==> config.mk <==
export PLATFORM = sky130hd
export DESIGN_NAME = line_io_top
export DESIGN_NICKNAME = d
export VERILOG_FILES = /design/src/line_io_pkg.sv /design/src/line_io_regs.sv /design/src/strobe_pulse_gen.sv /design/src/line_source_select.sv /design/src/line_io_top.sv
export VERILOG_INCLUDE_DIRS = /design/src
export SDC_FILE = /design/constraint.sdc
export NUM_CORES = 1
export LEC_CHECK = 0
export BUFFER_PORTS_ARGS = -buffer_cell sky130_fd_sc_hd__buf_2
export CORE_UTILIZATION = 25
export CTS_BUF_LIST = sky130_fd_sc_hd__clkbuf_4 sky130_fd_sc_hd__clkbuf_8
export DETAILED_ROUTE_END_ITERATION = 6
export PLACE_DENSITY_LB_ADDON = 0.12
export SETUP_SLACK_MARGIN = 0.3
export SLEW_MARGIN = 0
export SYNTH_ARGS = -nofsm -noshare
export SYNTH_HDL_FRONTEND = slang
export SYNTH_SLANG_ARGS = --single-unit
==> constraint.sdc <==
create_clock -name clk -period 3.7 [get_ports clk]
set_clock_uncertainty 0.15 [all_clocks]
set_input_delay 0.925 -clock clk [delete_from_list [all_inputs] [get_ports clk]]
set_output_delay 0.925 -clock clk [all_outputs]
set_load 0.01 [all_outputs]
==> src/line_io_settings.svh <==
`ifndef LINE_IO_SETTINGS_SVH
`define LINE_IO_SETTINGS_SVH

// ----------------------------------------------------------
// digital i/o block sizing
// ----------------------------------------------------------

// output lines driven by the selector
`define LINE_COUNT          3
// user output levels set by software
`define USER_OUTPUT_COUNT   3

// apb slave bus widths
`define APB_ADDR_WIDTH      8
`define APB_DATA_WIDTH      32

// strobe delay and width counters, in clk cycles
`define STROBE_COUNT_WIDTH  16

`endif

==> src/line_io_pkg.sv <==
`include "line_io_settings.svh"

package line_io_pkg;

	// ----------------------------------------------------------
	// line routing types
	// ----------------------------------------------------------

	// source code per line
	// 1 strobe, 2..4 user output 0..2, anything else user output 0
	typedef logic [2:0] line_source_t;

	// one bit per output line, also the inversion mask
	typedef logic [`LINE_COUNT-1:0] line_vec_t;

	// one bit per user output level
	typedef logic [`USER_OUTPUT_COUNT-1:0] user_level_t;

	// ----------------------------------------------------------
	// apb bus types
	// ----------------------------------------------------------

	typedef logic [`APB_ADDR_WIDTH-1:0] apb_addr_t;
	typedef logic [`APB_DATA_WIDTH-1:0] apb_data_t;

	// ----------------------------------------------------------
	// strobe generator types
	// ----------------------------------------------------------

	// delay and width in clk cycles
	typedef logic [`STROBE_COUNT_WIDTH-1:0] strobe_count_t;

	// flash pulse sequencing
	typedef enum logic [1:0] {
		st_idle,
		st_delay,
		st_active
	} strobe_state_t;

endpackage

==> src/line_io_regs.sv <==
`timescale 1ns/1ps

module line_io_regs (
	input  logic                      clk,
	input  logic                      rst_n,
	// apb slave
	input  line_io_pkg::apb_addr_t    paddr,
	input  logic                      psel,
	input  logic                      penable,
	input  logic                      pwrite,
	input  line_io_pkg::apb_data_t    pwdata,
	output line_io_pkg::apb_data_t    prdata,
	output logic                      pready,
	output logic                      pslverr,
	// status sources
	input  logic                      strobe_busy,
	input  line_io_pkg::line_vec_t    line_out,
	// configuration
	output line_io_pkg::user_level_t  user_level,
	output line_io_pkg::line_source_t line_source1,
	output line_io_pkg::line_source_t line_source2,
	output line_io_pkg::line_source_t line_source3,
	output line_io_pkg::line_vec_t    line_invert,
	output line_io_pkg::strobe_count_t strobe_delay,
	output line_io_pkg::strobe_count_t strobe_width
);

	import line_io_pkg::*;

	// ----------------------------------------------------------
	// register map
	// ----------------------------------------------------------

	localparam apb_addr_t addr_user_level   = 'h00;
	localparam apb_addr_t addr_line_source1 = 'h04;
	localparam apb_addr_t addr_line_source2 = 'h08;
	localparam apb_addr_t addr_line_source3 = 'h0C;
	localparam apb_addr_t addr_line_invert  = 'h10;
	localparam apb_addr_t addr_strobe_delay = 'h14;
	localparam apb_addr_t addr_strobe_width = 'h18;
	// read-only
	localparam apb_addr_t addr_status       = 'h1C;

	// access phase of a transfer
	logic      access;
	// paddr hits a mapped register
	logic      addr_hit;
	// read value before the error gate
	apb_data_t read_word;

	assign access = psel & penable;

	// zero wait states, every access completes at once
	assign pready = 1'b1;

	// ----------------------------------------------------------
	// address decode and read mux
	// ----------------------------------------------------------

	always_comb begin
		addr_hit  = 1'b1;
		read_word = '0;
		case (paddr)
			addr_user_level:   read_word = apb_data_t'(user_level);
			addr_line_source1: read_word = apb_data_t'(line_source1);
			addr_line_source2: read_word = apb_data_t'(line_source2);
			addr_line_source3: read_word = apb_data_t'(line_source3);
			addr_line_invert:  read_word = apb_data_t'(line_invert);
			addr_strobe_delay: read_word = apb_data_t'(strobe_delay);
			addr_strobe_width: read_word = apb_data_t'(strobe_width);
			// bit 0 busy, bits 3:1 live line outputs
			addr_status:       read_word = apb_data_t'({line_out, strobe_busy});
			default: begin
				addr_hit  = 1'b0;
				read_word = '0;
			end
		endcase
	end

	// unmapped addresses read back as 0
	assign prdata = read_word;

	// error only in the access phase of an unmapped transfer
	assign pslverr = access & ~addr_hit;

	// ----------------------------------------------------------
	// configuration registers
	// ----------------------------------------------------------

	// write lands on the edge closing the access phase
	always_ff @(posedge clk) begin
		if (!rst_n) begin
			user_level   <= '0;
			line_source1 <= '0;
			line_source2 <= '0;
			line_source3 <= '0;
			line_invert  <= '0;
			strobe_delay <= '0;
			// one cycle flash by default
			strobe_width <= strobe_count_t'(1);
		end else if (access && pwrite) begin
			// upper pwdata bits dropped by the narrowing casts
			case (paddr)
				addr_user_level:   user_level   <= user_level_t'(pwdata);
				addr_line_source1: line_source1 <= line_source_t'(pwdata);
				addr_line_source2: line_source2 <= line_source_t'(pwdata);
				addr_line_source3: line_source3 <= line_source_t'(pwdata);
				addr_line_invert:  line_invert  <= line_vec_t'(pwdata);
				addr_strobe_delay: strobe_delay <= strobe_count_t'(pwdata);
				addr_strobe_width: strobe_width <= strobe_count_t'(pwdata);
				// status and unmapped writes change nothing
				default: ;
			endcase
		end
	end

endmodule

==> src/strobe_pulse_gen.sv <==
`timescale 1ns/1ps

module strobe_pulse_gen (
	input  logic                       clk,
	input  logic                       rst_n,
	// level from the sensor
	input  logic                       exposure_start,
	// timing from the register file
	input  line_io_pkg::strobe_count_t strobe_delay,
	input  line_io_pkg::strobe_count_t strobe_width,
	// flash pulse and sequencer activity
	output logic                       strobe,
	output logic                       strobe_busy
);

	import line_io_pkg::*;

	// ----------------------------------------------------------
	// exposure edge detect
	// ----------------------------------------------------------

	// exposure_start sampled this edge and the one before
	logic          exp_q1;
	logic          exp_q2;
	// rising edge seen on the last sample
	logic          exp_rise;

	always_ff @(posedge clk) begin
		if (!rst_n) begin
			exp_q1 <= 1'b0;
			exp_q2 <= 1'b0;
		end else begin
			exp_q1 <= exposure_start;
			exp_q2 <= exp_q1;
		end
	end

	assign exp_rise = exp_q1 & ~exp_q2;

	// ----------------------------------------------------------
	// delay / width sequencer
	// ----------------------------------------------------------

	strobe_state_t state;
	// remaining cycles in the current phase, minus one
	strobe_count_t count;
	// width captured at the trigger, zero already forced to one
	strobe_count_t width_q;
	// requested width with zero mapped to one
	strobe_count_t width_eff;

	assign width_eff = (strobe_width == '0) ? strobe_count_t'(1) : strobe_width;

	always_ff @(posedge clk) begin
		if (!rst_n) begin
			state   <= st_idle;
			count   <= '0;
			width_q <= strobe_count_t'(1);
		end else begin
			case (state)
				st_idle: begin
					// timing taken here, later writes do not touch this pulse
					if (exp_rise) begin
						width_q <= width_eff;
						if (strobe_delay == '0) begin
							// no delay, straight into the pulse
							state <= st_active;
							count <= width_eff - strobe_count_t'(1);
						end else begin
							state <= st_delay;
							count <= strobe_delay - strobe_count_t'(1);
						end
					end
				end
				st_delay: begin
					if (count == '0) begin
						state <= st_active;
						count <= width_q - strobe_count_t'(1);
					end else begin
						count <= count - strobe_count_t'(1);
					end
				end
				st_active: begin
					if (count == '0) begin
						state <= st_idle;
					end else begin
						count <= count - strobe_count_t'(1);
					end
				end
				default: begin
					state <= st_idle;
				end
			endcase
		end
	end

	// ----------------------------------------------------------
	// outputs decoded from state
	// ----------------------------------------------------------

	// new edges are dropped while busy, so a flash never restarts
	assign strobe      = (state == st_active);
	assign strobe_busy = (state != st_idle);

endmodule

==> src/line_source_select.sv <==
`timescale 1ns/1ps

`include "line_io_settings.svh"

module line_source_select (
	input  logic                      clk,
	input  logic                      rst_n,
	// candidate sources
	input  logic                      strobe,
	input  line_io_pkg::user_level_t  user_level,
	// per line routing and polarity
	input  line_io_pkg::line_source_t line_source1,
	input  line_io_pkg::line_source_t line_source2,
	input  line_io_pkg::line_source_t line_source3,
	input  line_io_pkg::line_vec_t    line_invert,
	// registered line drive
	output line_io_pkg::line_vec_t    line_out
);

	import line_io_pkg::*;

	// ----------------------------------------------------------
	// source decode
	// ----------------------------------------------------------

	// one code -> one bit, same table for every line
	function automatic logic select_source(
		input line_source_t code,
		input logic         strobe_in,
		input user_level_t  level
	);
		logic sel;
		case (code)
			3'd1:    sel = strobe_in;
			3'd2:    sel = level[0];
			3'd3:    sel = level[1];
			3'd4:    sel = level[2];
			// 0 and 5..7 fall back to user output 0
			default: sel = level[0];
		endcase
		return sel;
	endfunction

	// source codes gathered by line index
	line_source_t source [`LINE_COUNT];
	// selected and polarity corrected, before the register
	line_vec_t    line_next;

	assign source[0] = line_source1;
	assign source[1] = line_source2;
	assign source[2] = line_source3;

	always_comb begin
		for (int i = 0; i < `LINE_COUNT; i++) begin
			// inversion applied ahead of the output flop
			line_next[i] = select_source(source[i], strobe, user_level) ^ line_invert[i];
		end
	end

	// ----------------------------------------------------------
	// output register
	// ----------------------------------------------------------

	// one clk behind the selected source
	always_ff @(posedge clk) begin
		if (!rst_n) begin
			line_out <= '0;
		end else begin
			line_out <= line_next;
		end
	end

endmodule

==> src/line_io_top.sv <==
`timescale 1ns/1ps

module line_io_top (
	input  logic                   clk,
	input  logic                   rst_n,
	// apb slave
	input  line_io_pkg::apb_addr_t paddr,
	input  logic                   psel,
	input  logic                   penable,
	input  logic                   pwrite,
	input  line_io_pkg::apb_data_t pwdata,
	output line_io_pkg::apb_data_t prdata,
	output logic                   pready,
	output logic                   pslverr,
	// sensor exposure level
	input  logic                   exposure_start,
	// camera output lines
	output line_io_pkg::line_vec_t line_out
);

	import line_io_pkg::*;

	// ----------------------------------------------------------
	// internal wiring
	// ----------------------------------------------------------

	// configuration from the register file
	user_level_t   user_level;
	line_source_t  line_source1;
	line_source_t  line_source2;
	line_source_t  line_source3;
	line_vec_t     line_invert;
	strobe_count_t strobe_delay;
	strobe_count_t strobe_width;
	// flash pulse and its activity flag
	logic          strobe;
	logic          strobe_busy;

	// ----------------------------------------------------------
	// apb register file
	// ----------------------------------------------------------

	line_io_regs u_regs (
		.clk          (clk),
		.rst_n        (rst_n),
		.paddr        (paddr),
		.psel         (psel),
		.penable      (penable),
		.pwrite       (pwrite),
		.pwdata       (pwdata),
		.prdata       (prdata),
		.pready       (pready),
		.pslverr      (pslverr),
		// status readback
		.strobe_busy  (strobe_busy),
		.line_out     (line_out),
		.user_level   (user_level),
		.line_source1 (line_source1),
		.line_source2 (line_source2),
		.line_source3 (line_source3),
		.line_invert  (line_invert),
		.strobe_delay (strobe_delay),
		.strobe_width (strobe_width)
	);

	// ----------------------------------------------------------
	// flash strobe from exposure start
	// ----------------------------------------------------------

	strobe_pulse_gen u_strobe (
		.clk            (clk),
		.rst_n          (rst_n),
		.exposure_start (exposure_start),
		.strobe_delay   (strobe_delay),
		.strobe_width   (strobe_width),
		.strobe         (strobe),
		.strobe_busy    (strobe_busy)
	);

	// ----------------------------------------------------------
	// line routing and polarity
	// ----------------------------------------------------------

	line_source_select u_select (
		.clk          (clk),
		.rst_n        (rst_n),
		.strobe       (strobe),
		.user_level   (user_level),
		.line_source1 (line_source1),
		.line_source2 (line_source2),
		.line_source3 (line_source3),
		.line_invert  (line_invert),
		.line_out     (line_out)
	);

endmodule

==> impl_metrics.py, run 1 <==
metrics = {
    "timing": {
        "slew_headroom_pct": 28.5,
        "slew_viol_final": 0,
        "min_period_ns": 3.38,
        "tightest_slew_ns": 1.07,
        "hold_viol": 0,
        "rsz0062_at_grt": "yes",
        "setup_viol": 0,
        "finalCritPeriodShare_pct": 91.2,
        "fin_setup_tns_ns": 0,
        "timing.fmax_mhz": 296,
    },
    "placement": {
        "hpwlAfterDp_mm": 12.7,
        "port_buffers": 49,
        "gp_congestion": 0.824,
        "placed_cell_area_sq_mm": 0.00606,
    },
    "synthesis": {
        "synth_area_sq_mm": 0.00537,
        "synth_warnings": 0,
        "synth_top_area_share_pct": 32.1,
        "synth-edff-count": 0,
        "avgSynthCellArea_sq_um": 7.75,
        "synth_area_leader_cell": "dfxtp_1",
        "ys_seq_elements": 86,
        "async_flop_share_pct": 0,
        "seq_area_frac_synth_pct": 32.1,
        "synth.area.top_cells": "dfxtp_1 (32%), nand2_1 (8.2%), mux2i_1 (6.5%)",
        "synthDistinctLibCells": 72,
        "postSynthCellCount": 692,
        "synth_flop_cell": "dfxtp_1",
    },
    "floorplan": {
        "dieWidth_um": 148,
        "start_util_pct": 25.5,
        "pin_count": 83,
        "core_area_sq_mm": 0.0210,
        "rows": 53,
        "die_area_sq_mm": 0.0221,
        "die_h_um": 148,
    },
    "route": {
        "wl_mm": 17.2,
        "wl_met2_mm": 7.82,
        "wl_met3_um": 494,
        "routed_via_density": 4.94,
        "drc": 0,
        "vias": 5086,
        "antenna_left": 0,
        "dr.pass1.iters": 5,
        "topRoutingLayerUsed": "met4",
        "first_iter_violations": 324,
        "m1WireLength_mm": 8.62,
        "avgRoutedWirePerCell_um": 16.7,
    },
    "cts": {
        "clockRootBuffer": "clkbuf_8",
        "h-tree-depth": 3,
        "clk_latency_ns": 0.38,
        "clkTransAtPathRegs_ns": 0.08,
        "cts_buffer_depth": 2,
        "cts_buffers": 9,
        "cts_num_sinks": 86,
        "cts_tree": "yes",
    },
    "power_and_ir_drop": {
        "switchingPower_uw": 1010,
        "clkPwrFrac_pct": 25.2,
        "power_frac_comb_pct": 35.6,
        "powerDensity_mw_per_mm2": 406,
        "sw_frac_of_total_pct": 39.2,
        "finalPower_uw": 2570,
        "p_seq_share_pct": 39.2,
        "intPower_uw": 1570,
        "p_leak_uw": 0.00237,
        "vdd_drop_max_v": 0.000158,
    },
    "grt": {
        "grt_pass1_vias": 4933,
        "grt_usage_pct": 16.0,
        "grt_max_degree": 55,
        "grt_first_pass_wirelength_mm": 27.6,
        "overflow": 0,
        "antenna_found_initial": 0,
    },
    "outcome": {
        "run_status": "complete, no violations",
    },
    "setup_path": {
        "endpoint_kind": "output port",
        "r2r-start": "u_regs.strobe_width[9]$_SDFFE_PN0P_",
        "r2r_end": "u_strobe.count[4]$_SDFFE_PN0P_",
        "arrival_ns": 2.30,
        "reg2reg_depth": 10,
        "required_ns": 2.62,
        "path_class": "input pin to output port",
        "r2r_slack_ns": 0.51,
        "start_kind": "input pin",
        "cpPeakStageDelay_ns": 0.23,
        "critPathTopFamily": "simple AND/OR/NAND/NOR gates",
        "path_cells": "buf_2, nor3_4, and2_4, nand2_2, nor3b_4, buf_4, clkbuf_16, a22o_1, buf_2",
        "slowest_stage": "nor3b_4",
        "worst_path_most_repeated_cell": "buf_2",
        "path_buf_inv": 4,
        "path_max_fanout": 8,
    },
    "hold_path": {
        "min_to": "u_strobe.exp_q2$_SDFF_PN0_",
        "hold_depth": 1,
        "hp-class": "flop to flop",
        "min_from": "u_strobe.exp_q1$_SDFF_PN0_",
    },
    "finish": {
        "fin_nets": 803,
        "drive_gt1_share_pct": 18.3,
        "area_delta_synth_final_pct": 18.1,
        "fin_area_sq_mm": 0.00634,
        "n_antenna_cell": 0,
    },
    "flow_run": {
        "maxCapViolations": 0,
    },
}
==> synth_stat cells (all sizes together), types with 4 or more instances <==
cell type,n
a211oi,8
a21o,4
a21oi,66
a22o,13
a31oi,6
and2,6
buf,25
clkbuf,37
dfxtp,86
ha,8
inv,9
mux2i,35
nand2,117
nand3,21
nor2,68
nor2b,7
nor3,19
nor3b,5
nor4,10
o211ai,6
o21ai,24
o22ai,5
o31ai,5
or4,6
xnor2,26
xor2,11
==> timing repair <==
item	CTS	global route
hold buffers	0	0
pin swaps	1	6
cloned	0	1
gates resized for setup	1	13
endpoints found under the setup margin	5	17
buffers inserted	0	2
==> state kept, by name, indices dropped and copies added, names as in the netlist, 2 cells and up <==
register / flops
u_regs.strobe_delay: 16
u_regs.strobe_width: 16
u_strobe.count: 16
u_strobe.width_q: 16
u_regs.line_invert: 3
u_regs.line_source1: 3
u_regs.line_source2: 3
u_regs.line_source3: 3
u_regs.user_level: 3
u_select.line_out: 3
u_strobe.state: 2
==> metrics by stage <==
| step | instances | hold slack, ns | utilization, % | setup slack (ns) |
|---|---|---|---|---|
| after detailed placement | 1010 | 0.307 | 28.8 | 0.268 |
| after global placement | 1010 | 0.295 | 28.8 | 0.221 |
| after global routing | 1029 | 0.344 | 30.2 | 0.262 |
| after CTS | 1026 | 0.332 | 29.7 | 0.316 |
| final | 1029 | 0.320 | 30.2 | 0.325 |
| after floorplan | 707 | 0.281 | - | 0.348 |
==> area by class of cell <==
cell class                      count  area [sq um]
Tap cell                          275           344
Sequential cell                    86          1720
Clock buffer                       10           138
Timing Repair Buffer               93           656
Inverter                           10          37.5
Clock inverter                      6          45.0
Fill cell                        2291         14700
Multi-Input combinational cell    549          3390
==> worst register-to-register path, cell delays in order, from the launching register on <==
cell and delay (ns):
dfxtp_1 0.32, or4_4 0.57, nor4b_4 0.36, a21o_1 0.24, a21oi_2 0.11, ha_1 0.21, nor2b_2 0.17, a21boi_1 0.16
a2111oi_0 0.54, buf_4 0.20, o41ai_1 0.05
==> how the worst max path moves through the flow <==
stage | startpoint | to | cells past startpoint
after global routing | paddr[0] | prdata[4] | 9
after detailed placement | paddr[5] | prdata[2] | 8
after floorplan | paddr[5] | prdata[10] | 6
final | paddr[0] | prdata[5] | 9
after global placement | paddr[5] | prdata[1] | 9
after CTS | paddr[5] | prdata[2] | 8
==> layer usage <==
layer	GRT usage (%)	vias to the layer above
met1	22.6	2437
li1	-	2531
met5	0	-
met2	25.0	101
met3	1.87	17
met4	5.57	0
==> cells in the final DEF, fill, tap and decap left out, types with 4 or more instances in the layout <==
master / instances
a31oi_1: 6
ha_1: 8
nor2_1: 68
or4_4: 4
nor4_1: 7
buf_2: 47
a21o_1: 4
nor2b_1: 6
nand3_1: 20
mux2i_1: 35
buf_12: 4
buf_4: 38
conb_1: 17
and2_1: 4
nor3_1: 18
inv_1: 9
xnor2_1: 26
o31ai_1: 5
clkbuf_8: 10
o211ai_1: 6
o21ai_0: 16
nand2_1: 116
a211oi_1: 7
a22o_1: 13
o21ai_1: 7
a21oi_1: 65
xor2_1: 11
o22ai_1: 5
dfxtp_1: 84
==> kinds of logic (layout without fill, tap and decap cells) <==
kind of cell	after synthesis	in the layout	synth area share, %
flops	86	86	32.1
mux	40	40	8.00
xor+xnor	37	37	6.04
compound gates	168	168	20.3
other cells	2	17	0.140
simple gates	279	279	25.1
buf+inv	72	119	6.39
fa+ha+maj	8	8	1.87
==> power by group through the flow <==
stage          logic (uW)  registers, uW  clock network [uW]
2_1_floorplan         678           1010                   0
3_3_place_gp          907           1030                   0
3_5_place_dp          907           1030                   0
4_1_cts               915           1010                 678
5_1_grt              1020           1010                 714
6_report              917           1010                 650
No activity file was read; power rests on OpenSTA's default activity.
==> inputs of run 2 (changes only) <==
==> constraint.sdc (replaced) <==
create_clock -name clk -period 3.7 [get_ports clk]
set_clock_uncertainty 0.15 [all_clocks]
set_input_delay 0.74 -clock clk [delete_from_list [all_inputs] [get_ports clk]]
set_output_delay 0.74 -clock clk [all_outputs]
set_load 0.01 [all_outputs]
==> run 2 against run 1 <==
Worst hold slack improved by 0.0031 ns. Sequential power barely moved. Core utilization decreased by 0.96 points. Clock power is 6.3% lower. Via count decreased by 2.1%. Wire length fell by 2.4%. Global-route usage is 0.41 points lower. Non-clock buffer count down 9. Sequential share of layout area increased by 0.87 points. Count of clock-buffer cells in the layout is 1 higher. Critical endpoint is now u_strobe.count[12]$_SDFFE_PN0P_. First-iteration DRC count up 4.3%.
==> impl_metrics.py, run 2 (synthesized netlist as in run 1, its figures left out) <==
metrics = {
    "outcome": {
        "run_status": "complete, no violations",
    },
    "timing": {
        "setup_viol": 0,
        "slew_viol_final": 0,
        "rsz0062_at_grt": "no",
        "timing.fmax_mhz": 308,
        "worst_slack_ns": 0.457,
        "min_period_ns": 3.24,
        "tightest_slew_ns": 1.06,
        "fin_setup_tns_ns": 0,
        "hold_viol": 0,
        "whs_ns": 0.323,
        "finalCritPeriodShare_pct": 87.6,
        "slew_headroom_pct": 29.2,
    },
    "floorplan": {
        "pin_count": 83,
        "start_util_pct": 25.5,
        "die_area_sq_mm": 0.0221,
        "rows": 53,
        "dieWidth_um": 148,
        "die_h_um": 148,
        "core_area_sq_mm": 0.0210,
    },
    "cts": {
        "clockRootBuffer": "clkbuf_8",
        "h-tree-depth": 3,
        "postCtsSetupRepairBufs": 0,
        "cts_buffer_depth": 2,
        "cts_tree": "yes",
        "clkTransAtPathRegs_ns": 0.09,
        "cts_buffers": 9,
        "clk_latency_ns": 0.37,
        "cts_num_sinks": 86,
    },
    "setup_path": {
        "arrival_ns": 3.40,
        "r2r-start": "u_regs.strobe_width[5]$_SDFFE_PN0P_",
        "endpoint_kind": "flop",
        "reg2reg_depth": 11,
        "path_max_fanout": 5,
        "r2r_slack_ns": 0.46,
        "worst-path-stages": 11,
        "path_buf_inv": 0,
        "start_kind": "flop",
        "path_class": "flop to flop",
        "slowest_stage": "or4_1",
        "path_cells": "or4_1, nor4b_4, a21o_1, a21oi_2, ha_1, nor2b_1, o311a_1, o311ai_1, nor3b_1, mux2_1, a31oi_1",
        "cpPeakStageDelay_ns": 0.64,
        "required_ns": 3.85,
        "r2r_end": "u_strobe.count[12]$_SDFFE_PN0P_",
        "critPathTopFamily": "simple AND/OR/NAND/NOR gates",
    },
    "route": {
        "dr.pass1.iters": 6,
        "first_iter_violations": 338,
        "wl_met2_mm": 7.68,
        "wl_mm": 16.8,
        "routed_via_density": 4.89,
        "topRoutingLayerUsed": "met4",
        "vias": 4981,
        "antenna_left": 0,
        "m1WireLength_mm": 8.21,
        "avgRoutedWirePerCell_um": 16.5,
        "drc": 0,
        "wl_met3_um": 584,
    },
    "finish": {
        "n_fill_cell": 2287,
        "mostFrequentLayoutCells": "nand2_1 (117), dfxtp_1 (85), nor2_1 (68)",
        "fin_nets": 794,
        "drive_gt1_share_pct": 16.3,
        "seq_area_sq_mm": 0.00172,
        "layout_commonest_cell": "nand2_1",
        "n_antenna_cell": 0,
        "final_core_util_pct": 29.2,
        "area_delta_synth_final_pct": 14.4,
        "multiInputGateArea_sq_mm": 0.00336,
    },
    "power_and_ir_drop": {
        "switchingPower_uw": 972,
        "sw_frac_of_total_pct": 38.5,
        "powerDensity_mw_per_mm2": 411,
        "p_leak_uw": 0.00228,
        "p_seq_share_pct": 40.0,
        "intPower_uw": 1550,
        "power_frac_comb_pct": 35.9,
        "clkPwrFrac_pct": 24.1,
        "finalPower_uw": 2520,
        "vdd_drop_max_v": 0.000137,
    },
    "placement": {
        "pre_cts_ws_ns": 0.408,
        "hpwlAfterDp_mm": 12.7,
        "port_buffers": 49,
        "gp_congestion": 0.781,
    },
    "flow_run": {
        "maxCapViolations": 0,
    },
    "hold_path": {
        "hold_depth": 1,
        "min_from": "u_strobe.exp_q1$_SDFF_PN0_",
        "min_to": "u_strobe.exp_q2$_SDFF_PN0_",
        "hp-class": "flop to flop",
    },
    "grt": {
        "grt_usage_pct": 15.6,
        "grt_max_degree": 32,
        "grt_first_pass_wirelength_mm": 26.8,
        "overflow": 0,
        "grt_pass1_vias": 4871,
        "antenna_found_initial": 0,
    },
}
-- run 2: metrics by stage --
| step | instances | cell area (sq um) |
|---|---|---|
| floorplan | 707 | 5420 |
| global placement | 1004 | 5970 |
| detailed placement | 1004 | 5970 |
| CTS | 1019 | 6130 |
| global route | 1019 | 6140 |
| finish | 1019 | 6140 |
-- run 2: layer usage --
metal / track usage (%) / vias up
li1: - / 2513
met1: 21.2 / 2358
met2: 25.0 / 91
met3: 2.06 / 19
met4: 5.93 / 0
met5: 0 / -
-- run 2: final cells by class --
class / count / area share, %
clock buffer: 11 / 2.26
clock inverter: 4 / 0.408
inverter: 10 / 0.612
multi-input combinational: 549 / 54.8
sequential: 86 / 28.1
tap: 275 / 5.61
timing repair buffer: 84 / 8.28
-- run 2: how the worst max path moves through the flow --
stage	startpoint	end
after detailed placement	u_regs.strobe_width[7]$_SDFFE_PN0P_	u_strobe.count[12]$_SDFFE_PN0P_
after floorplan	u_regs.strobe_delay[3]$_SDFFE_PN0P_	u_strobe.count[12]$_SDFFE_PN0P_
after global placement	u_regs.strobe_width[5]$_SDFFE_PN0P_	u_strobe.count[12]$_SDFFE_PN0P_
after global routing	u_regs.strobe_delay[11]$_SDFFE_PN0P_	u_strobe.count[12]$_SDFFE_PN0P_
final	u_regs.strobe_width[5]$_SDFFE_PN0P_	u_strobe.count[12]$_SDFFE_PN0P_
after CTS	u_regs.strobe_width[7]$_SDFFE_PN0P_	u_strobe.count[12]$_SDFFE_PN0P_
-- run 2: worst register-to-register path, stage by stage (launching register included) --
cell	delay, ns
dfxtp_1	0.37
or4_1	0.64
nor4b_4	0.35
a21o_1	0.22
a21oi_2	0.09
ha_1	0.21
nor2b_1	0.17
o311a_1	0.18
o311ai_1	0.14
nor3b_1	0.12
mux2_1	0.36
a31oi_1	0.17
-- run 2: repair_timing --
action / 4_1_cts / 5_1_grt
hold buffers: 0 / 0
gates resized for setup: 0 / 2
setup endpoints to repair: 0 / 2
-- run 2: power groups by stage --
| stage | clock (uW) | sequential [uW] | combinational [uW] |
|---|---|---|---|
| finish | 609 | 1010 | 905 |
| global route | 671 | 1020 | 997 |
| CTS | 636 | 1010 | 905 |
| detailed placement | 0 | 1030 | 899 |
| global placement | 0 | 1030 | 908 |
| floorplan | 0 | 1010 | 678 |
==> inputs of run 3 (changes only) <==
==> constraint.sdc (replaced) <==
create_clock -name clk -period 3.4 [get_ports clk]
set_clock_uncertainty 0.15 [all_clocks]
set_input_delay 0.68 -clock clk [delete_from_list [all_inputs] [get_ports clk]]
set_output_delay 0.68 -clock clk [all_outputs]
set_load 0.01 [all_outputs]
==> run 3 against run 2 <==
Via count is 1.5% higher. Worst setup slack worse by 0.044 ns. Sequential power is 9% higher. Core utilization is 1.0 points higher. Non-clock buffer count is 17 higher. Clock power is 28% higher. Sequential cell count stayed put. Global-route usage is 0.17 points higher. Register-to-register slack worse by 0.04 ns.
==> impl_metrics.py, run 3 (synthesized netlist as in run 1, its figures left out) <==
metrics = {
    "finish": {
        "drive_gt1_share_pct": 19.1,
        "multiInputGateArea_sq_mm": 0.00339,
        "area_delta_synth_final_pct": 18.4,
        "n_antenna_cell": 0,
        "mostFrequentLayoutCells": "nand2_1 (117), dfxtp_1 (85), nor2_1 (68)",
        "layout_commonest_cell": "nand2_1",
        "seq_area_sq_mm": 0.00172,
        "fin_nets": 811,
        "n_fill_cell": 2266,
        "fin_area_sq_mm": 0.00635,
    },
    "cts": {
        "cts_buffer_depth": 2,
        "holdBufCountCts": 0,
        "h-tree-depth": 3,
        "clkTransAtPathRegs_ns": 0.09,
        "cts_tree": "yes",
        "cts_num_sinks": 86,
        "clockRootBuffer": "clkbuf_8",
        "cts_buffers": 9,
        "clk_latency_ns": 0.37,
    },
    "flow_run": {
        "maxCapViolations": 0,
    },
    "grt": {
        "grt_first_pass_wirelength_mm": 26.9,
        "grt_usage_pct": 15.8,
        "grt_max_degree": 31,
        "overflow": 0,
        "antenna_found_initial": 0,
        "grt_pass1_vias": 4877,
    },
    "placement": {
        "hpwlAfterDp_mm": 13.0,
        "gp_congestion": 0.798,
        "placed_cell_area_sq_mm": 0.00608,
        "port_buffers": 49,
    },
    "timing": {
        "rsz0062_at_grt": "yes",
        "hold_viol": 0,
        "slew_viol_final": 0,
        "setup_viol": 0,
        "finalCritPeriodShare_pct": 87.8,
        "fin_setup_tns_ns": 0,
        "tightest_slew_ns": 0.702,
        "whs_ns": 0.309,
        "timing.fmax_mhz": 335,
        "min_period_ns": 2.99,
        "slew_headroom_pct": 52.0,
    },
    "setup_path": {
        "cpPeakStageDelay_ns": 0.57,
        "path_class": "flop to flop",
        "arrival_ns": 3.14,
        "endpoint_kind": "flop",
        "start_kind": "flop",
        "path_cells": "or4_4, nor4b_4, a21o_1, a21oi_2, ha_2, nor2b_2, o311a_1, o311ai_2, nor3b_1, mux2_2, a31oi_1",
        "path_max_fanout": 3,
        "required_ns": 3.55,
        "slowest_stage": "or4_4",
    },
    "hold_path": {
        "hp-class": "flop to flop",
    },
    "route": {
        "avgRoutedWirePerCell_um": 16.3,
        "antenna_left": 0,
        "routed_via_density": 4.88,
        "dr.pass1.iters": 4,
        "wl_mm": 16.9,
        "first_iter_violations": 296,
        "drc": 0,
        "vias": 5054,
    },
    "floorplan": {
        "core_area_sq_mm": 0.0210,
        "dieWidth_um": 148,
        "pin_count": 83,
        "rows": 53,
        "die_h_um": 148,
        "start_util_pct": 25.5,
        "die_area_sq_mm": 0.0221,
    },
    "power_and_ir_drop": {
        "powerDensity_mw_per_mm2": 454,
        "p_leak_uw": 0.00239,
        "vdd_drop_max_v": 0.000167,
    },
    "outcome": {
        "run_status": "complete, no violations",
    },
}
-- run 3: cell count changes in the layout (fill, tap and decap cells not counted), sizes merged --
cell and change:
clkinvlp -1, clkinv -1, buf +17, clkbuf +1, bufinv +1
-- run 3: per-layer routing --
metal / GRT usage, % / routed length (um) / up-vias
met1: 21.7 / 8330 / 2393
met3: 2.02 / 583 / 15
met5: 0 / 0 / -
li1: - / - / 2543
met4: 5.15 / 223 / 0
met2: 25.3 / 7790 / 103
-- run 3: final cells by class --
cell class,instances,share of cell area (%)
sequential,86,27.1
multi-input combinational,549,53.3
clock inverter,3,0.670
tap,275,5.42
timing repair buffer,101,10.3
inverter,10,0.591
clock buffer,12,2.60
-- run 3: repair_timing --
| action | in CTS | in global routing |
|---|---|---|
| gates resized for setup | 5 | 6 |
| setup buffers | 2 | 2 |
| hold endpoints to repair | 0 | 0 |
| pin swaps | 2 | 2 |
| endpoints found under the setup margin | 3 | 15 |
-- run 3: where the power goes --
part / total, uW / internal [uW] / switching, uW
logic: 1010 / 372 / 638
clock network: 778 / 395 / 383
registers: 1100 / 1050 / 50.4
-- run 3: per-stage QoR --
stage               setup slack, ns  instances  util [%]  power [uW]
floorplan                     0.366        707         -        1840
global placement              0.249       1017      28.9        2110
detailed placement            0.220       1017      28.9        2110
CTS                           0.333       1034      30.1        2900
global route                  0.293       1036      30.2        3040
finish                        0.414       1036      30.2        2890
-- run 3: critical path: cells and delay by family, from the launching register on --
family,cells,cell delay (ns)
AND/OR/NAND/NOR,4,1.19
AO/OA/AOI/OAI,5,0.75
flip-flops,1,0.32
multiplexers,1,0.31
adder cells (fa/ha/maj),1,0.21
-- run 3: final timing paths --
check                                      startpoint                              end  slack [ns]  cells past startpoint
setup / recovery  u_regs.strobe_width[9]$_SDFFE_PN0P_  u_strobe.count[12]$_SDFFE_PN0P_        0.41                     11
hold / removal             u_strobe.exp_q1$_SDFF_PN0_       u_strobe.exp_q2$_SDFF_PN0_        0.31                      1
setup reg to reg  u_regs.strobe_width[9]$_SDFFE_PN0P_  u_strobe.count[12]$_SDFFE_PN0P_        0.41                     11
hold reg to reg            u_strobe.exp_q1$_SDFF_PN0_       u_strobe.exp_q2$_SDFF_PN0_        0.31                      1
